File: config.mk
export PLATFORM = sky130hd
export DESIGN_NAME = cam_spi_top
export DESIGN_NICKNAME = d
export VERILOG_FILES = /design/src/design/cam_spi_pkg.sv /design/src/design/pixel_capture.sv /design/src/design/line_buffer.sv /design/src/design/spi_line_sender.sv /design/src/design/cam_spi_top.sv
export SDC_FILE = /design/constraint.sdc
export NUM_CORES = 1
export LEC_CHECK = 0
export BUFFER_PORTS_ARGS = -buffer_cell sky130_fd_sc_hd__clkbuf_2
export CORE_MARGIN = 4
export CORE_UTILIZATION = 56
export CTS_CLUSTER_DIAMETER = 40
export CTS_CLUSTER_SIZE = 28
export DETAILED_ROUTE_END_ITERATION = 10
export GPL_TIMING_DRIVEN = 0
export HOLD_SLACK_MARGIN = 0.08
export MAX_ROUTING_LAYER = met4
export PLACE_DENSITY = 0.74
export SLEW_MARGIN = 20
export SYNTH_ARGS = -nofsm -noshare
export SYNTH_HDL_FRONTEND = slang
export SYNTH_SLANG_ARGS = --single-unit
File: constraint.sdc
create_clock -name sck -period 2.9 [get_ports sck]
set_clock_uncertainty 0.05 [all_clocks]
set_input_delay 0.29 -clock sck [delete_from_list [all_inputs] [get_ports sck]]
set_output_delay 0.29 -clock sck [all_outputs]
set_load 0.02 [all_outputs]
File: src/design/cam_spi_pkg.sv
`default_nettype none

package cam_spi_pkg;

    localparam int pix_w  = 8;  // camera bus width
    localparam int addr_w = 6;  // pixel address inside a line, up to 64 pixels

    typedef logic [pix_w-1:0] pix_t;
    typedef logic [addr_w:0]  len_t;  // one extra bit so a full line fits

    // frame/line tracking on the synchronized camera syncs
    typedef enum logic [1:0] {
        cap_fot = 2'd0,  // outside a frame
        cap_rot = 2'd1,  // in a frame, between lines
        cap_wr  = 2'd2   // inside a line, pixels land in a buffer
    } cap_state_e;

    typedef enum logic [1:0] {
        snd_idle  = 2'd0,  // wait for the next buffer in turn
        snd_shift = 2'd1,  // cs low, one bit per sck
        snd_gap   = 2'd2   // cs high hold between lines
    } snd_state_e;

    // pixel write, broadcast to every buffer
    typedef struct packed {
        logic [2:0]        buf_idx;
        logic [addr_w-1:0] addr;
        pix_t              data;
        logic              we;
    } line_wr_t;

    // end of a stored line, carries its final length
    typedef struct packed {
        logic       close;
        logic [2:0] buf_idx;
        len_t       len;
    } line_close_t;

    // sender done with a buffer
    typedef struct packed {
        logic       rel;
        logic [2:0] buf_idx;
    } line_rel_t;

    // what each buffer shows the sender
    typedef struct packed {
        logic ready;
        len_t len;
        pix_t data;
    } line_rd_t;

endpackage

`default_nettype wire

File: src/design/pixel_capture.sv
`timescale 1ns/1ps
`default_nettype none

module pixel_capture #(
    parameter int num_buf  = 2,
    parameter int line_max = 16
) (
    input  logic                     sck,
    input  logic                     sys_rst_n,
    input  logic                     cam_pclk,
    input  logic                     cam_frame_valid,
    input  logic                     cam_line_valid,
    input  cam_spi_pkg::pix_t        cam_data,
    input  logic                     credit_ret,
    output cam_spi_pkg::line_wr_t    wr,
    output cam_spi_pkg::line_close_t close,
    output logic [7:0]               drop_cnt
);
    import cam_spi_pkg::*;

    localparam int pw = (num_buf > 1) ? $clog2(num_buf) : 1;

    logic [1:0]    pclk_sync;  // two-flop synchronizers
    logic          pclk_d;     // edge detect
    logic [1:0]    fv_sync;
    logic [1:0]    lv_sync;
    pix_t          data_s1;
    pix_t          data_s2;
    cap_state_e    state;
    cap_state_e    state_nxt;
    logic          line_ok;    // this line holds a credit
    len_t          pix_cnt;
    len_t          line_len;
    logic [pw-1:0] wr_ptr;     // round-robin buffer choice
    logic [3:0]    credit_cnt;
    logic          fv;
    logic          lv;
    logic          pclk_rise;
    logic          take_pix;
    logic          line_start;
    logic          line_end;
    logic          credit_take;
    logic          zero_ret;
    logic          do_close;

    always_ff @(posedge sck or negedge sys_rst_n) begin
        if (!sys_rst_n) begin
            pclk_sync <= '0;
            pclk_d    <= 1'b0;
            fv_sync   <= '0;
            lv_sync   <= '0;
            data_s1   <= '0;
            data_s2   <= '0;
        end else begin
            pclk_sync <= {pclk_sync[0], cam_pclk};
            pclk_d    <= pclk_sync[1];
            fv_sync   <= {fv_sync[0], cam_frame_valid};
            lv_sync   <= {lv_sync[0], cam_line_valid};
            data_s1   <= cam_data;  // camera holds data around the edge
            data_s2   <= data_s1;
        end
    end

    assign fv        = fv_sync[1];
    assign lv        = lv_sync[1];
    assign pclk_rise = pclk_sync[1] & ~pclk_d;

    always_comb begin
        state_nxt = state;
        case (state)
            cap_fot: if (fv && lv) state_nxt = cap_wr;
                     else if (fv)  state_nxt = cap_rot;
            cap_rot: if (lv)       state_nxt = cap_wr;   // line valid wins
                     else if (!fv) state_nxt = cap_fot;
            cap_wr:  if (!lv)      state_nxt = cap_rot;
                     else if (!fv) state_nxt = cap_fot;
            default: state_nxt = cap_fot;
        endcase
    end

    assign line_start  = (state != cap_wr) && (state_nxt == cap_wr);
    assign line_end    = (state == cap_wr) && (state_nxt != cap_wr);
    assign take_pix    = (state == cap_wr) && pclk_rise && line_ok &&
                         (pix_cnt < len_t'(line_max));  // extra pixels fall off
    assign line_len    = pix_cnt + len_t'(take_pix);   // count incl. a last-cycle pixel
    assign credit_take = line_start && (credit_cnt != 4'd0);
    assign do_close    = line_end && line_ok && (line_len != '0);
    assign zero_ret    = line_end && line_ok && (line_len == '0);  // empty line keeps nothing

    always_ff @(posedge sck or negedge sys_rst_n) begin
        if (!sys_rst_n) begin
            state      <= cap_fot;
            line_ok    <= 1'b0;
            pix_cnt    <= '0;
            wr_ptr     <= '0;
            credit_cnt <= 4'(num_buf);  // every buffer free
            drop_cnt   <= '0;
        end else begin
            state <= state_nxt;
            if (line_start) begin
                line_ok <= (credit_cnt != 4'd0);
                pix_cnt <= '0;
            end else if (take_pix) begin
                pix_cnt <= pix_cnt + 1'b1;
            end
            if (do_close)
                wr_ptr <= (wr_ptr == pw'(num_buf - 1)) ? '0 : wr_ptr + 1'b1;
            credit_cnt <= credit_cnt + 4'(credit_ret) + 4'(zero_ret) - 4'(credit_take);
            if (line_start && (credit_cnt == 4'd0) && (drop_cnt != 8'hff))
                drop_cnt <= drop_cnt + 1'b1;  // saturating
        end
    end

    // write and close go out one cycle late
    always_ff @(posedge sck or negedge sys_rst_n) begin
        if (!sys_rst_n) begin
            wr    <= '0;
            close <= '0;
        end else begin
            wr.we         <= take_pix;
            wr.buf_idx    <= 3'(wr_ptr);
            wr.addr       <= pix_cnt[addr_w-1:0];
            wr.data       <= data_s2;
            close.close   <= do_close;
            close.buf_idx <= 3'(wr_ptr);
            close.len     <= line_len;
        end
    end

endmodule

`default_nettype wire

File: src/design/line_buffer.sv
`timescale 1ns/1ps
`default_nettype none

module line_buffer #(
    parameter int idx      = 0,
    parameter int line_max = 16
) (
    input  logic                         sck,
    input  logic                         sys_rst_n,
    input  cam_spi_pkg::line_wr_t        wr,
    input  cam_spi_pkg::line_close_t     close,
    input  logic [cam_spi_pkg::addr_w-1:0] rd_addr,
    input  cam_spi_pkg::line_rel_t       release_buf,
    output cam_spi_pkg::line_rd_t        rd
);
    import cam_spi_pkg::*;

    localparam int aw = (line_max > 1) ? $clog2(line_max) : 1;

    pix_t mem [line_max];  // one line of pixels
    logic ready;           // full line waiting for the sender
    len_t len;
    logic wr_hit;
    logic close_hit;
    logic rel_hit;

    // only traffic for this buffer counts
    assign wr_hit    = wr.we && (wr.buf_idx == 3'(idx));
    assign close_hit = close.close && (close.buf_idx == 3'(idx));
    assign rel_hit   = release_buf.rel && (release_buf.buf_idx == 3'(idx));

    always_ff @(posedge sck) begin
        if (wr_hit)
            mem[wr.addr[aw-1:0]] <= wr.data;
    end

    always_ff @(posedge sck or negedge sys_rst_n) begin
        if (!sys_rst_n) begin
            ready <= 1'b0;
            len   <= '0;
        end else begin
            if (rel_hit)
                ready <= 1'b0;  // sender is done, credit already back
            if (close_hit) begin
                ready <= 1'b1;
                len   <= close.len;
            end
        end
    end

    // read path has no register, sender picks the address
    assign rd = '{ready: ready, len: len, data: mem[rd_addr[aw-1:0]]};

endmodule

`default_nettype wire

File: src/design/spi_line_sender.sv
`timescale 1ns/1ps
`default_nettype none

module spi_line_sender #(
    parameter int num_buf = 2
) (
    input  logic                           sck,
    input  logic                           sys_rst_n,
    input  cam_spi_pkg::line_rd_t          rd_lines [num_buf],
    output logic [cam_spi_pkg::addr_w-1:0] rd_addr,
    output cam_spi_pkg::line_rel_t         release_buf,
    output logic                           credit_ret,
    output logic                           miso,
    output logic                           cs_n_line
);
    import cam_spi_pkg::*;

    localparam int pw = (num_buf > 1) ? $clog2(num_buf) : 1;

    snd_state_e    state;
    logic [pw-1:0] snd_ptr;   // buffer whose turn it is
    len_t          pix_idx;   // pixel being shifted
    logic [2:0]    bit_idx;   // msb first
    logic          gap_cnt;
    line_rd_t      cur;
    logic          last_bit;

    assign cur      = rd_lines[snd_ptr];
    assign rd_addr  = pix_idx[addr_w-1:0];
    assign last_bit = (bit_idx == 3'd0) && ((pix_idx + 1'b1) == cur.len);

    always_ff @(posedge sck or negedge sys_rst_n) begin
        if (!sys_rst_n) begin
            state       <= snd_idle;
            snd_ptr     <= '0;
            pix_idx     <= '0;
            bit_idx     <= 3'd7;
            gap_cnt     <= 1'b0;
            miso        <= 1'b0;
            cs_n_line   <= 1'b1;
            credit_ret  <= 1'b0;
            release_buf <= '0;
        end else begin
            credit_ret  <= 1'b0;  // single-cycle pulses
            release_buf <= '0;
            case (state)
                snd_idle: begin
                    if (cur.ready)
                        state <= snd_shift;  // lines go out strictly in order
                end
                snd_shift: begin
                    cs_n_line <= 1'b0;
                    miso      <= cur.data[bit_idx];
                    bit_idx   <= bit_idx - 3'd1;  // wraps 0 -> 7
                    if (bit_idx == 3'd0)
                        pix_idx <= pix_idx + 1'b1;
                    if (last_bit) begin
                        state   <= snd_gap;
                        gap_cnt <= 1'b0;
                    end
                end
                snd_gap: begin
                    if (!gap_cnt) begin
                        // cs rises together with the credit
                        cs_n_line   <= 1'b1;
                        miso        <= 1'b0;
                        credit_ret  <= 1'b1;
                        release_buf <= '{rel: 1'b1, buf_idx: 3'(snd_ptr)};
                        snd_ptr     <= (snd_ptr == pw'(num_buf - 1)) ? '0 : snd_ptr + 1'b1;
                        pix_idx     <= '0;
                        bit_idx     <= 3'd7;
                        gap_cnt     <= 1'b1;
                    end else begin
                        state <= snd_idle;  // idle adds one more high cycle
                    end
                end
                default: state <= snd_idle;
            endcase
        end
    end

endmodule

`default_nettype wire

File: src/design/cam_spi_top.sv
`timescale 1ns/1ps
`default_nettype none

module cam_spi_top #(
    parameter int num_buf  = 2,   // 2..8 line buffers
    parameter int line_max = 16   // pixels kept per line, 64 at most
) (
    input  logic              sck,
    input  logic              sys_rst_n,
    input  logic              cam_pclk,         // async to sck
    input  logic              cam_frame_valid,
    input  logic              cam_line_valid,
    input  cam_spi_pkg::pix_t cam_data,
    output logic              miso,
    output logic              cs_n_line,        // one low window per line
    output logic [7:0]        drop_cnt          // lines lost for lack of a buffer
);
    import cam_spi_pkg::*;

    line_wr_t          wr;           // pixel writes, all buffers see them
    line_close_t       close;        // line end with length
    line_rel_t         release_buf;  // sender frees a buffer
    logic              credit_ret;
    logic [addr_w-1:0] rd_addr;      // shared read address
    line_rd_t          rd_lines [num_buf];

    pixel_capture #(
        .num_buf  (num_buf),
        .line_max (line_max)
    ) u_pixel_capture (
        .sck             (sck),
        .sys_rst_n       (sys_rst_n),
        .cam_pclk        (cam_pclk),
        .cam_frame_valid (cam_frame_valid),
        .cam_line_valid  (cam_line_valid),
        .cam_data        (cam_data),
        .credit_ret      (credit_ret),
        .wr              (wr),
        .close           (close),
        .drop_cnt        (drop_cnt)
    );

    // buffer index comes in as a parameter
    for (genvar i = 0; i < num_buf; i++) begin : g_buf
        line_buffer #(
            .idx      (i),
            .line_max (line_max)
        ) u_line_buffer (
            .sck         (sck),
            .sys_rst_n   (sys_rst_n),
            .wr          (wr),
            .close       (close),
            .rd_addr     (rd_addr),
            .release_buf (release_buf),
            .rd          (rd_lines[i])
        );
    end

    spi_line_sender #(
        .num_buf (num_buf)
    ) u_spi_line_sender (
        .sck         (sck),
        .sys_rst_n   (sys_rst_n),
        .rd_lines    (rd_lines),
        .rd_addr     (rd_addr),
        .release_buf (release_buf),
        .credit_ret  (credit_ret),
        .miso        (miso),
        .cs_n_line   (cs_n_line)
    );

endmodule

`default_nettype wire

==> results of run 1 <==
[layout make-up]
type	instances	share of cell area [%]
Tap cell	330	2.53
Multi-Input combinational cell	425	23.0
Inverter	23	0.529
Timing Repair Buffer	42	1.95
Sequential cell	358	62.8
Clock inverter	25	1.55
Buffer	38	1.33
Clock buffer	47	6.29
[sequential cells by signal, indices dropped and copies added (netlist names), 2 cells and up]
| signal | count |
|---|---|
| u_spi_line_sender.bit_idx | 3 |
| u_pixel_capture.data_s1 | 8 |
| g_buf.u_line_buffer.ready | 2 |
| u_pixel_capture.credit_cnt | 4 |
| u_spi_line_sender.pix_idx | 7 |
| g_buf.u_line_buffer.len | 14 |
| u_pixel_capture.drop_cnt | 8 |
| u_pixel_capture.pclk_sync | 2 |
| u_spi_line_sender.state | 2 |
| u_pixel_capture.pix_cnt | 7 |
| u_pixel_capture.wr | 14 |
| g_buf.u_line_buffer.mem | 256 |
| u_pixel_capture.lv_sync | 2 |
| u_pixel_capture.close | 8 |
| u_pixel_capture.state | 2 |
| u_pixel_capture.fv_sync | 2 |
| u_pixel_capture.data_s2 | 8 |
[cells in the mapped netlist, drive strengths merged, types with 2 or more instances]
library cell    n
edfxtp        256
dfrtp          97
mux2i          60
nor2           56
mux4           40
nand2          34
inv            23
buf            22
nand3          18
mux2           17
clkbuf         16
nor2b          16
xnor2          15
ha             14
xor2           14
o21ai          13
a21oi          12
o221ai         12
nand2b         11
o22ai          11
nor3            9
nor4            7
a31oi           5
and2            5
and3            5
dfstp           5
nand4           5
a21o            3
a22o            3
a41oi           3
o211ai          3
o22a            3
o31ai           3
a221oi          2
a22oi           2
fa              2
nand3b          2
o311ai          2
o41ai           2
or2             2
xnor3           2
[layer usage]
layer | part of all wire, % | track usage [%] | vias to the layer above
li1 | - | - | 3412
met1 | 40 | 33.1 | 3980
met2 | 47 | 36.9 | 393
met3 | 9.8 | 6.07 | 69
met4 | 3.1 | 7.09 | 0
met5 | 0 | - | -
[what timing repair did]
action,4_1_cts,5_1_grt
endpoints found under the setup margin,4,4
resized for setup,9,10
gates cloned,0,0
pin swaps,5,7
hold endpoints to repair,112,0
hold buffers,12,0
buffers inserted,4,3
[worst reg2reg max path, delay by kind of cell (launching register included)]
kind                     cells  cell delay (ps)
AND/OR/NAND/NOR              6             1140
flip-flops                   1              400
adder cells (fa/ha/maj)      4             1090
XOR/XNOR                     1              160
[power by group]
part           internal (mW)  total [mW]  switching (mW)
Clock                   2.79        4.88            2.09
Combinational           1.41        3.48            2.08
Sequential              5.75        5.98           0.225
Total                   9.95        14.3            4.39
[cells by family after synthesis]
logic type	count (synthesis)	share of synthesized area, %
mux	117	11.9
flops	358	72.0
fa+ha+maj	16	1.51
compound gates	88	4.44
xor+xnor	31	2.10
buf+inv	61	2.08
simple gates	173	5.89
[final timing paths]
check	from	end	slack [ps]	cells past startpoint
worst max-delay path	u_pixel_capture.state[0]$_DFF_PN0_	u_pixel_capture.credit_cnt[1]$_DFF_PN1_	-7	11
worst min-delay path	sys_rst_n	u_spi_line_sender.pix_idx[3]$_DFFE_PN0P_	140	2
worst max register to register	u_pixel_capture.state[0]$_DFF_PN0_	u_pixel_capture.credit_cnt[1]$_DFF_PN1_	-7	11
worst min register to register	u_pixel_capture.fv_sync[0]$_DFF_PN0_	u_pixel_capture.fv_sync[1]$_DFF_PN0_	300	0
max in group asynchronous	sys_rst_n	u_pixel_capture.wr[6]$_DFF_PN0_	2000	3
min in group sck	u_pixel_capture.fv_sync[0]$_DFF_PN0_	u_pixel_capture.fv_sync[1]$_DFF_PN0_	300	0
[per-stage QoR]
step	total power [mW]	TNS, ps	instances	hold slack [ps]
2_1_floorplan	8.37	0	844	-55.6
3_5_place_dp	9.47	-927	1197	125
3_3_place_gp	9.43	-727	1196	281
6_report	14.3	-6.66	1288	135
5_1_grt	14.9	-273	1288	153
4_1_cts	14.3	-12.4	1285	124
==> results.py, run 1 <==
metrics = {
    "run_status": {
        "status": "finished, violations left",
        "violations": "negative setup slack",
    },
    "synth": {
        "yosys_warnings": 0,
        "synth_top_area_share_pct": 54.1,
        "seq_area_frac_synth_pct": 72.0,
        "syn_area_um2": 14200,
        "synth-edff-count": 256,
        "synth_area_leader_cell": "edfxtp_1",
        "synth_cells": 844,
        "synthFlopType": "edfxtp_1",
        "ys_ff_latch": 358,
        "postSynthAreaPerCell_um2": 16.9,
        "syn_nets": 873,
        "yosys-top-cells-area": "edfxtp_1 (54%), dfrtp_1 (17%), mux4_2 (6.3%)",
        "synthArstFlopShare_pct": 28.5,
        "synth.distinct_cells": 59,
    },
    "final_layout": {
        "fin_util_pct": 65.0,
        "final_cell_mix": "edfxtp_1 (256), dfrtp_1 (93), mux2i_1 (60)",
        "seqCellArea_um2": 10300,
        "finalInstanceArea_um2": 16300,
        "drive_gt1_share_pct": 20.4,
        "n_fill_cell": 1752,
        "area_growth_pct": 14.8,
        "layout_commonest_cell": "edfxtp_1",
        "multi_input_area_um2": 3750,
        "diodes": 0,
        "layout.nets": 956,
    },
    "sta": {
        "slew_headroom_pct": 22.9,
        "max_freq_ghz": 0.344,
        "fin_crit_ps": 2910,
        "setup_viol": 1,
        "slew_violations": 0,
        "final_hold_viol_count": 0,
        "grt_setup_unrepaired": "yes",
        "post-route-period-util_pct": 100,
        "worstMarginPinSlew_ps": 1160,
        "layout_setup_ws_ps": -6.66,
    },
    "routing": {
        "wl_per_cell_um": 25.2,
        "drt-total-wl_um": 32500,
        "dr.pass1.iters": 5,
        "drc": 0,
        "drtIter0Drc": 962,
        "antenna_left": 0,
        "avgViaCountPerCell": 6.10,
        "vias": 7854,
    },
    "placed_design": {
        "dp_slack_ps": -326,
        "gp_congestion": 0.992,
        "place_area_um2": 14800,
        "dp_hpwl_um": 21000,
        "port_buffers": 22,
    },
    "floorplanning": {
        "ios": 23,
        "core-area_um2": 25100,
        "dieArea_um2": 28000,
        "std_cell_rows": 58,
        "initial_core_util_pct": 56.6,
        "die_h_um": 167,
        "die_width_um": 167,
    },
    "power_and_ir_drop": {
        "ir_worst_vdd_mv": 0.575,
        "power_density_nw_per_um2": 879,
        "leakage_nw": 5.95,
    },
    "worst_setup_path": {
        "path_max_fanout": 4,
        "worst-path-buf-inv": 0,
        "path_common_cell": "fa_2",
        "startpoint_type": "flop",
        "end_kind": "flop",
        "path_cells": "nand3b_1 -> nor4_4 -> ha_2 -> ha_4 -> nand3_4 -> xnor2_4 -> nor4_2 -> nand4_1 -> nor2_2 -> fa_2 -> fa_2",
        "crit_family": "simple AND/OR/NAND/NOR gates",
        "crit_type": "flop to flop",
        "critPathMaxStageDelay_ps": 430,
        "worst_ep_arrival_time_ps": 3310,
        "slowest_stage": "fa_2",
        "cp.required_ps": 3300,
    },
    "hold_path": {
        "worstHoldPathType": "input pin to asynchronous set/reset pin",
    },
    "cts": {
        "cts-buffers-inserted": 39,
        "htree_levels": 2,
        "cts_buffer_depth": 3,
        "cts_tree": "done",
        "path_clk_slew_ps": 70,
        "cts_root_buffer": "clkbuf_16",
        "insertion_delay_ps": 530,
        "cts.sinks": 358,
    },
    "global_routing": {
        "grt_usage_pct": 24.2,
        "grt_max_degree": 83,
        "grt_pass1_wl_um": 49200,
        "grt_pass1_vias": 7934,
        "grt_antenna_before_repair": 0,
        "overflow": 0,
    },
    "run": {
        "drv_cap": 0,
    },
}
Power figures use the tool's default switching activity.
==> run 2, diff against run 1 <==
--- a/config.mk
+++ b/config.mk
@@ -5,6 +5,7 @@
 export SDC_FILE = /design/constraint.sdc
 export NUM_CORES = 1
 export LEC_CHECK = 0
+export ABC_AREA = 1
 export BUFFER_PORTS_ARGS = -buffer_cell sky130_fd_sc_hd__clkbuf_2
 export CORE_MARGIN = 4
 export CORE_UTILIZATION = 56
==> run 2 against run 1 <==
  * The flow now finishes without violations
  * Synthesized cell count up 62%
  * Routed wire length up 19%
  * Worst setup slack better by 54 ps
  * Die area up 4.7%
  * Clock power up 7.0%
  * Critical path depth up 1
==> results.py, run 2 <==
metrics = {
    "run_status": {
        "status": "complete, no violations",
    },
    "floorplanning": {
        "dieArea_um2": 29300,
        "die_h_um": 171,
        "initial_core_util_pct": 57.1,
        "die_width_um": 171,
        "core-area_um2": 26100,
        "ios": 23,
        "std_cell_rows": 59,
    },
    "placed_design": {
        "port_buffers": 22,
        "dp_hpwl_um": 25800,
        "place_area_um2": 15500,
        "gp_congestion": 0.960,
    },
    "final_layout": {
        "seqCellArea_um2": 10300,
        "multi_input_area_um2": 3940,
        "area_growth_pct": 14.6,
        "final_cell_mix": "nand2_1 (387), edfxtp_1 (256), inv_1 (134)",
        "largest_reg_flops": 256,
        "layout_commonest_cell": "nand2_1",
        "diodes": 0,
        "layout.nets": 1480,
        "n_fill_cell": 1971,
        "drive_gt1_share_pct": 12.8,
        "finalInstanceArea_um2": 17100,
    },
    "run": {
        "drv_cap": 0,
    },
    "power_and_ir_drop": {
        "leakage_nw": 7.05,
        "power_density_nw_per_um2": 922,
        "ir_worst_vdd_mv": 0.841,
        "finalPower_mw": 15.8,
    },
    "sta": {
        "final_hold_viol_count": 0,
        "setup_viol": 0,
        "fin_crit_ps": 2850,
        "grt_setup_unrepaired": "yes",
        "slew_headroom_pct": 22.2,
        "tns_ps": 0,
        "slew_violations": 0,
        "worstMarginPinSlew_ps": 1160,
        "max_freq_ghz": 0.351,
        "post-route-period-util_pct": 98.4,
    },
    "synth": {
        "synth_cells": 1370,
        "synthArstFlopShare_pct": 28.5,
        "synth-edff-count": 256,
        "synth_top_area_share_pct": 51.5,
        "syn_area_um2": 14900,
        "synth_fa_ha_area_share_pct": 1.44,
        "yosys-top-cells-area": "edfxtp_1 (52%), dfrtp_1 (16%), nand2_1 (9.8%)",
        "synth_area_leader_cell": "edfxtp_1",
        "syn_nets": 1399,
        "synth_compound_gate_area_share_pct": 4.05,
        "synth_top_family_by_area": "simple AND/OR/NAND/NOR gates",
        "postSynthAreaPerCell_um2": 10.9,
        "ys_ff_latch": 358,
        "synth_common_cells": "nand2_1 (389), edfxtp_1 (256), inv_1 (137), nand3_1 (113), dfrtp_1 (97)",
        "yosys_warnings": 0,
        "synth.distinct_cells": 41,
        "synthSimpleGateAreaFrac_pct": 18.5,
        "synthMuxAreaShare_pct": 0.277,
        "seq_area_frac_synth_pct": 68.7,
        "synth-xor-area-share_pct": 1.58,
        "yosysMostFrequentCell": "nand2_1",
        "synthFlopType": "edfxtp_1",
    },
    "worst_setup_path": {
        "cp.required_ps": 3260,
        "end_kind": "flop",
        "path_max_fanout": 3,
        "crit_type": "flop to flop",
        "startpoint_type": "flop",
        "worst_ep_arrival_time_ps": 3220,
    },
    "cts": {
        "cts_root_buffer": "clkbuf_16",
        "insertion_delay_ps": 540,
        "cts.sinks": 358,
        "cts_tree": "done",
        "cts_buffer_depth": 3,
        "cts-buffers-inserted": 38,
        "htree_levels": 2,
        "path_clk_slew_ps": 60,
    },
    "global_routing": {
        "grt_antenna_before_repair": 0,
        "grt_usage_pct": 27.8,
        "overflow": 0,
        "grt_pass1_wl_um": 58600,
        "grt_max_degree": 98,
        "grt_pass1_vias": 9782,
    },
    "hold_path": {
        "worstHoldPathType": "input pin to asynchronous set/reset pin",
    },
    "routing": {
        "drc": 0,
        "wl_per_cell_um": 21.3,
        "drt-total-wl_um": 38700,
        "dr.pass1.iters": 5,
        "avgViaCountPerCell": 5.62,
        "antenna_left": 0,
        "vias": 10200,
        "drtIter0Drc": 1437,
    },
}
## run 2: layout make-up
type	instances	area share, %
repair buffers	42	1.86
plain buffers	59	1.71
inverters	140	3.07
multi-input cells	812	23.0
well taps	335	2.45
clock buffers	43	5.79
flip-flops and latches	358	60.0
clock inverters	26	2.15
## run 2: timing repair
item	in CTS	in global routing
pin swaps	3	6
resized for setup	13	9
hold buffers	12	0
endpoints found under the hold margin	110	0
setup buffers	4	3
gates cloned	0	0
setup endpoints to repair	4	2
## run 2: critical path, stage by stage, from the launching register on
cell	delay [ps]
dfrtp_2	440
nor4_2	230
and2_4	200
ha_4	160
nand2_2	70
nor3_2	200
xor2_1	240
nor3_1	70
nand2_1	150
nor4_4	60
fa_2	380
fa_2	340
xor2_1	140
## run 2: path summary, 6_finish.rpt
| check | startpoint | slack (ps) | endpoint | cells after the start |
|---|---|---|---|---|
| min | sys_rst_n | 110 | u_spi_line_sender.miso$_DFFE_PN0P_ | 2 |
| min reg2reg | u_pixel_capture.fv_sync[0]$_DFF_PN0_ | 300 | u_pixel_capture.fv_sync[1]$_DFF_PN0_ | 0 |
| max | u_pixel_capture.pix_cnt[6]$_DFFE_PN0P_ | 50 | u_pixel_capture.credit_cnt[2]$_DFF_PN0_ | 12 |
| min in group sck | u_pixel_capture.fv_sync[0]$_DFF_PN0_ | 300 | u_pixel_capture.fv_sync[1]$_DFF_PN0_ | 0 |
| max in group asynchronous | sys_rst_n | 2050 | u_pixel_capture.wr[2]$_DFF_PN0_ | 3 |
| max reg2reg | u_pixel_capture.pix_cnt[6]$_DFFE_PN0P_ | 50 | u_pixel_capture.credit_cnt[2]$_DFF_PN0_ | 12 |
## run 2: cell families (layout without fill, tap and decap cells)
kind of cell	count (synthesis)	after routing
fa+ha+maj	16	16
xor+xnor	26	26
compound gates	108	108
mux	4	4
buf+inv	200	310
flops	358	358
simple gates	658	658
## run 2: through the flow
step | util (%) | setup WS, ps | std cells | hold WS [ps]
2_1_floorplan | - | 0.134 | 1370 | -55.6
3_3_place_gp | 59.1 | -388 | 1727 | 282
3_5_place_dp | 59.3 | -514 | 1728 | 61.8
4_1_cts | 65.3 | 42.0 | 1812 | 102
5_1_grt | 65.5 | -91.2 | 1815 | 105
6_report | 65.5 | 47.2 | 1815 | 113
## run 2: power breakdown
group	internal, mW	leakage, nW	switching, mW	total, mW
logic	1.36	2.81	3.17	4.53
clock network	3.09	0.658	2.13	5.22
registers	5.78	3.59	0.250	6.03
## run 2: per-layer routing
metal / up-vias / part of all wire (%) / global-route usage (%)
met5: - / 0 / -
met4: 0 / 2.8 / 7.27
met3: 70 / 9.0 / 3.42
met2: 492 / 45 / 42.1
met1: 4915 / 43 / 40.9
li1: 4715 / - / -
